--- src/memPkg.sv ---
// Shared types and constants of the memory subsystem
`default_nettype none

package memPkg;

    localparam int nBanks     = 4;   // Interleaved word banks
    localparam int blockWords = 4;   // Words per cache block

    // Address as seen by the cache
    typedef struct packed {
        logic [4:0] tag;
        logic [7:0] index;
        logic [2:0] offset;   // Byte offset in block
    } cacheViewT;

    // Address as seen by the banked memory
    typedef struct packed {
        logic [12:0] block;
        logic [1:0]  bank;
        logic        byteSel;  // Set on an unaligned access
    } memViewT;

    typedef union packed {
        cacheViewT cacheView;
        memViewT   memView;
    } memAddrT;

    // Processor request
    typedef struct packed {
        logic        rd;
        logic        wr;
        memAddrT     addr;
        logic [15:0] data;
    } memReqT;

    // Controller to one way
    typedef struct packed {
        logic [4:0]  tag;
        logic [7:0]  index;
        logic [2:0]  offset;
        logic [15:0] data;
        logic        comp;     // Compare mode
        logic        write;
        logic        validIn;
    } wayCmdT;

    typedef struct packed {
        logic [15:0] data;
        logic        hit;      // Tag match only
        logic        valid;
    } wayRespT;

    // Controller to banked memory
    typedef struct packed {
        logic        rd;
        logic        wr;
        memAddrT     addr;
        logic [15:0] data;
    } bankReqT;

    typedef enum logic [2:0] {
        idle,
        compare,
        fetch,
        fetchWait,
        fill,
        writeMem
    } ctrlStateT;

endpackage

`default_nettype wire

--- src/cacheCtrl.sv ---
// Cache controller FSM with way combining, victim choice, block fill and write-through
`timescale 1ns/1ns
`default_nettype none

module cacheCtrl (
    input  logic            clk,
    input  logic            arstN,
    input  memPkg::memReqT  req,
    input  memPkg::wayRespT resp0,
    input  memPkg::wayRespT resp1,
    input  logic [15:0]     memData,
    input  logic [3:0]      memBusy,
    output memPkg::wayCmdT  cmd0,
    output memPkg::wayCmdT  cmd1,
    output memPkg::bankReqT memReq,
    output logic [15:0]     dataOut,
    output logic            done,
    output logic            stall,
    output logic            cacheHit,
    output logic            err
);
    import memPkg::*;

    localparam int cntW     = $clog2(blockWords);
    localparam int bankBits = $clog2(nBanks);

    ctrlStateT state;
    ctrlStateT nextState;

    logic [cntW-1:0]     fillCnt;    // Block word being fetched
    logic [bankBits-1:0] curBank;
    logic                victim;
    logic                fillWay;
    logic                pickWay;
    logic                fillSeen;   // This read needed a fill
    logic                hit0;
    logic                hit1;
    logic                anyHit;
    logic                isRead;
    logic                isWrite;
    logic                bankBusy;
    logic                lastWord;
    logic                readHit;
    logic                doneNext;
    logic                inCompare;
    logic                inFill;
    memAddrT             fetchAddr;

    assign isRead    = req.rd;
    assign isWrite   = req.wr;
    assign inCompare = (state == compare);
    assign inFill    = (state == fill);

    assign hit0   = resp0.hit & resp0.valid;
    assign hit1   = resp1.hit & resp1.valid;
    assign anyHit = hit0 | hit1;

    assign dataOut = hit1 ? resp1.data : resp0.data;

    // Invalid way first, then the victim bit
    assign pickWay = !resp0.valid ? 1'b0 : (!resp1.valid ? 1'b1 : victim);

    assign curBank  = (state == fetch) ? fillCnt : req.addr.memView.bank;
    assign bankBusy = memBusy[curBank];
    assign lastWord = (fillCnt == cntW'(blockWords - 1));

    assign readHit  = inCompare & isRead & anyHit;
    assign doneNext = readHit | ((state == writeMem) & ~bankBusy);

    always_comb begin
        nextState = state;
        unique case (state)
            idle:      if ((isRead | isWrite) && !done) nextState = compare;
            compare: begin
                if (isWrite) begin
                    nextState = writeMem;
                end else if (anyHit) begin
                    nextState = idle;
                end else begin
                    nextState = fetch;
                end
            end
            fetch:     if (!bankBusy) nextState = fetchWait;
            fetchWait: nextState = fill;   // Read data lands next cycle
            fill:      nextState = lastWord ? compare : fetch;
            writeMem:  if (!bankBusy) nextState = idle;
            default:   nextState = idle;
        endcase
    end

    always_ff @(posedge clk or negedge arstN) begin
        if (!arstN) begin
            state    <= idle;
            fillCnt  <= '0;
            victim   <= 1'b0;
            fillWay  <= 1'b0;
            fillSeen <= 1'b0;
            done     <= 1'b0;
            cacheHit <= 1'b0;
        end else begin
            state    <= nextState;
            done     <= doneNext;
            cacheHit <= readHit & ~fillSeen;
            if (inCompare) begin
                fillCnt <= '0;
            end else if (inFill) begin
                fillCnt <= fillCnt + 1'b1;
            end
            if (inCompare && isRead && !anyHit) begin
                fillWay <= pickWay;   // Held for the whole block
            end
            if (state == idle) begin
                fillSeen <= 1'b0;
            end else if (inFill) begin
                fillSeen <= 1'b1;
            end
            victim <= victim ^ ((inCompare & isRead) | inFill);
        end
    end

    // Both ways share address and data
    always_comb begin
        cmd0.tag     = req.addr.cacheView.tag;
        cmd0.index   = req.addr.cacheView.index;
        cmd0.offset  = inFill ? {fillCnt, 1'b0} : req.addr.cacheView.offset;
        cmd0.data    = inCompare ? req.data : memData;
        cmd0.comp    = inCompare;
        cmd0.write   = (inFill & ~fillWay) | (inCompare & isWrite);
        cmd0.validIn = inFill & ~fillWay;
        cmd1         = cmd0;
        cmd1.write   = (inFill & fillWay) | (inCompare & isWrite);
        cmd1.validIn = inFill & fillWay;
    end

    // Word-aligned block address for fetches
    always_comb begin
        fetchAddr                 = req.addr;
        fetchAddr.memView.bank    = fillCnt;
        fetchAddr.memView.byteSel = 1'b0;
    end

    assign memReq.rd   = (state == fetch);
    assign memReq.wr   = (state == writeMem);
    assign memReq.addr = (state == fetch) ? fetchAddr : req.addr;
    assign memReq.data = req.data;

    assign stall = (state != idle);
    assign err   = req.addr.memView.byteSel & (isRead | isWrite);

endmodule

`default_nettype wire

--- config.mk ---
export PLATFORM = sky130hd
export DESIGN_NAME = cacheCtrl
export DESIGN_NICKNAME = d
export VERILOG_FILES = /design/src/memPkg.sv /design/src/cacheCtrl.sv
export SDC_FILE = /design/constraint.sdc
export NUM_CORES = 1
export LEC_CHECK = 0
export ABC_AREA = 1
export BUFFER_PORTS_ARGS = -buffer_cell sky130_fd_sc_hd__buf_4
export CAP_MARGIN = 10
export CORE_AREA = 4 4 81 83
export DETAILED_ROUTE_END_ITERATION = 10
export DIE_AREA = 0 0 85 87
export MAX_ROUTING_LAYER = met4
export PLACE_DENSITY = 0.73
export SYNTH_ARGS = -nofsm -noshare
export SYNTH_HDL_FRONTEND = slang
export SYNTH_SLANG_ARGS = --single-unit
--- constraint.sdc ---
create_clock -name clk -period 3.62 [get_ports clk]
set_clock_uncertainty 0.05 [all_clocks]
set_input_delay 0.181 -clock clk [delete_from_list [all_inputs] [get_ports clk]]
set_output_delay 0.181 -clock clk [all_outputs]
set_load 0.01 [all_outputs]
* Yosys cells after proc, flatten, opt, wreduce, memory -nomap -nowiden
Index checks and enable logic that the tools add are counted.
W data, S select, Z words.
** Word-level totals
- Input port bits :: 92
- Memory bits (writable) :: 0
- Bits in latches :: 0
- Memories kept :: 0
- Register bits after elaboration :: 10
- Memory bits (read-only) :: 0
** Cells by class
- Equal/unequal tests :: 9
- Reduce and logical (&&, ||, !) cells :: 10
- Div/mod/pow operators :: 0
- Shift operators :: 0
- Mux-type cells :: 20
- Add/subtract/negate cells :: 1
- Magnitude comparators :: 1
- Bitwise gates (word level) :: 20
- Multiply operators :: 0
** Operators with widths (count)
- $mux W16 :: 2
- $mux W3 :: 6
- $pmux W3 S6 :: 1
- $and A1 B1 Y1 :: 10
- $mux W2 :: 5
- $eq A3 B2 Y1 const B :: 2
- $eq A3 B3 Y1 const B :: 2
- $ne A2 B2 Y1 const B :: 3
- $or A1 B1 Y1 :: 6
- $mux W1 :: 5
- $reduce_bool A2 Y1 :: 2
- $eq A3 B1 Y1 const B :: 1
- $logic_and A1 B1 Y1 :: 3
- $logic_not A3 Y1 :: 1
- $lt A2 B3 Y1 const B :: 1
- $not A1 Y1 :: 3
- $reduce_and A3 Y1 :: 1
- $reduce_bool A3 Y1 :: 1
- $add A2 B1 Y2 const B :: 1
- $bmux W1 S2 :: 1
- $eq A2 B2 Y1 const B :: 1
- $logic_not A1 Y1 :: 2
- $xor A1 B1 Y1 :: 1

* Depth between registers and ports, before layout
- Word-level depth :: 7
- Mapped depth :: 9
- Mapped depth without buffers :: 9

* Least setup slack after synthesis
No wires, ideal clock.
- Path kind :: reg2out
- Start :: register state[1]
- End :: output cmd1[21] in the netlist's numbering
- Arrival :: 1.350 ns
- Slack :: 2.039 ns
- Path buffers :: 2
- Cell stages (with the launch flop) :: 6
- Data required time :: 3.389 ns
- Cell sequence :: dfrtp_1 -> nor2_1 -> nand2_1 -> buf_2 -> o21ai_0 -> buf_4
** RTL lines
- start: declaration :: RTL line cacheCtrl.sv:27 : ctrlStateT state;
- start signal: assignment :: RTL line cacheCtrl.sv:93 : state <= idle;
- start signal: assignment :: RTL line cacheCtrl.sv:101 : state <= nextState;
- end: declaration :: RTL line cacheCtrl.sv:14 : output memPkg::wayCmdT cmd1,

==> metrics.cfg <==
[run_status]
outcome=finished clean

[timing]
fmax_mhz=474
final_max_slew_viol_count=0
post-route-period-util=0.583
fin_hold_ws_ns=0.162
slew_headroom=0.565
worst_slew_pin_slew_ns=0.651
fin_tns_setup_ns=0
finalHoldViolations=0
period_minus_slack_ns=2.11
setup_viol=0
rsz0062_at_grt=no

[worst_setup_path]
crit_type=flip-flop to output port
r2r_setup_slack_ns=1.89
crit_path_max_fanout=18
critPathCaptureType=output port
cp-start-kind=flip-flop
reg2reg_depth=6
r2r-start=state[2]$_DFFE_PN0P_
arrival_ns=1.88
critical_path_required_ns=3.39
reg2reg_to=state[1]$_DFFE_PN0P_

[routing]
drc=0
totalWireLength_um=5210
drt-pass1-iter-count=4
ant_nets=0
vias=1703
drt_iter0_drc=32
avgRoutedWirePerCell_um=12.8
viasPerCell=4.19

[worst_hold_path]
min_to=state[1]$_DFFE_PN0P_
hold_depth=2
hold_path_class=input port to flip-flop
min_from=req[32]

[finish]
fillers=603
regArea_um2=250
num_antenna_cells=0
areaGrowthSynthToFinish_pct=48.8
multiInputGateArea_um2=702
num-nets-final=425
drive_above_1_share=0.580

[yosys]
synth.distinct_cells=23
avgSynthCellArea_um2=6.67
synthCells=243
yosysSeqAreaShare=0.154
synth-seq-cells=10
async_reset_ff_frac=1.00
yosys_warnings=0
ys.flop_type=dfrtp_1
synth-edff-count=0
synth_nets=336
synth.cell_area_um2=1620

[placement]
dp_hpwl_um=4590
finalWeightedCongestion=0.817
io_buffers=163

[floorplanning]
fp.dieArea_um2=7400
rows=28
fp.dieH_um=87
io_pins=216
start_util=0.277
core_um2=5850
die_x_um=85

[clock_tree]
clk_path_buf_depth=2
cts_buffers=3
path_clk_slew_ns=0.05
cts_tree=built
cts_max_level=1
cts_sinks=10
clk_latency_ns=0.24
postCtsSetupBuffers=0
cts-root-buf=clkbuf_8

[global_routing]
use_met3=0.0284
grt_max_degree=19
grt_pass1_vias=1653
grt_first_pass_wirelength_um=7630
grt_antenna_before_repair=0
grt_overflow=0
gr-usage-met2=0.218
track_usage=0.127
globalRoute.busiestLayer=met2
grt_use_met1=0.144

[power_and_ir_drop]
power.density_nw_per_um2=566
ir_drop_mv=0.246
p_leak_nw=1.42

[job]
max-cap-violations=0

## cell usage in the layout, fill, tap and decap left out
master	Yosys	final
dfrtp_1	10	10
o311ai_1	1	1
a21oi_2	1	1
inv_2	1	1
o21ai_0	5	5
nand3_1	10	10
nand2_1	72	72
nand2_2	2	2
clkbuf_8	0	4
nor2_2	2	2
o21bai_1	1	1
ha_1	1	1
xor2_1	1	1
nor2_1	12	12
o221ai_1	1	1
o21ai_2	1	1
nand3_2	1	1
nand3b_1	1	1
a21oi_1	1	1
mux2_2	16	16
o21ai_1	4	4
dlygate4sd3_1	0	1
inv_1	18	18
buf_4	77	164
## metal layers
metal	wire length (µm)	share of wire	vias to the layer above
met2	2620	0.50	97
met4	124	0.024	0
met3	486	0.093	14
li1	-	-	861
met5	0	0	-
met1	1980	0.38	731
## repair_timing
item,4_1_cts,5_1_grt
hold buffers,1,0
gates resized for setup,0,0
hold endpoints to repair,10,0
## how the worst max path moves through the flow
stage	startpoint	to	slack [ns]	cells after the start
after floorplan	state[1]$_DFFE_PN0P_	cmd1[21]	2.04	5
after global placement	state[2]$_DFFE_PN0P_	cmd0[4]	1.82	8
after detailed placement	state[2]$_DFFE_PN0P_	cmd0[4]	1.75	8
after CTS	state[2]$_DFFE_PN0P_	cmd0[4]	1.49	8
after global routing	state[2]$_DFFE_PN0P_	cmd0[4]	1.33	8
final	state[2]$_DFFE_PN0P_	cmd0[18]	1.51	8
## synthesized netlist by cell type, types with 2 or more instances
cell,n,area share
dfrtp_1,10,0.15
inv_1,18,0.042
o21ai_1,4,0.012
mux2_2,16,0.11
nand2_1,72,0.17
nor2_1,12,0.028
nor2_2,2,0.0077
nand2_2,2,0.0077
nand3_1,10,0.031
o21ai_0,5,0.015
buf_4,77,0.36
buf_2,4,0.012
## power by group
group / switching [mW] / internal [mW] / leakage (nW)
clock: 0.0432 / 0.0955 / 0.0288
combinational: 0.537 / 0.489 / 1.26
sequential: 0.0445 / 0.157 / 0.129
## through the flow
step / std cells / power, mW / util / worst slack (ns) / instance area (µm²)
floorplan: 243 / 0.896 / - / 2.04 / 1620
global placement: 401 / 1.22 / 0.401 / 1.82 / 2350
detailed placement: 401 / 1.24 / 0.401 / 1.75 / 2350
CTS: 406 / 1.39 / 0.413 / 1.49 / 2410
global route: 406 / 1.49 / 0.413 / 1.33 / 2410
finish: 406 / 1.37 / 0.413 / 1.51 / 2410
## layout make-up
cell class | count | area share
Multi-Input combinational cell | 133 | 0.291
Inverter | 19 | 0.0295
Sequential cell | 10 | 0.104
Tap cell | 75 | 0.0389
Timing Repair Buffer | 165 | 0.514
Clock buffer | 4 | 0.0228
## registers in the layout (all words and copies together), names as in the netlist
register,count
state,3
done,1
fillWay,1
victim,1
fillCnt,2
cacheHit,1
fillSeen,1
## kinds of logic after synthesis
group / synth area share
buf+inv: 0.413
simple gates: 0.252
fa+ha+maj: 0.00771
compound gates: 0.0571
mux: 0.111
flops: 0.154
xor+xnor: 0.00540
## critical path, stage by stage, from the launching register on
cell and delay (ns):
dfrtp_1 0.43, inv_1 0.08, nand2_1 0.07, nor2_2 0.26, buf_4 0.29, inv_2 0.19, nand2_1 0.10, nand2_1 0.08
buf_4 0.15
(Power assumes the default switching activity.)
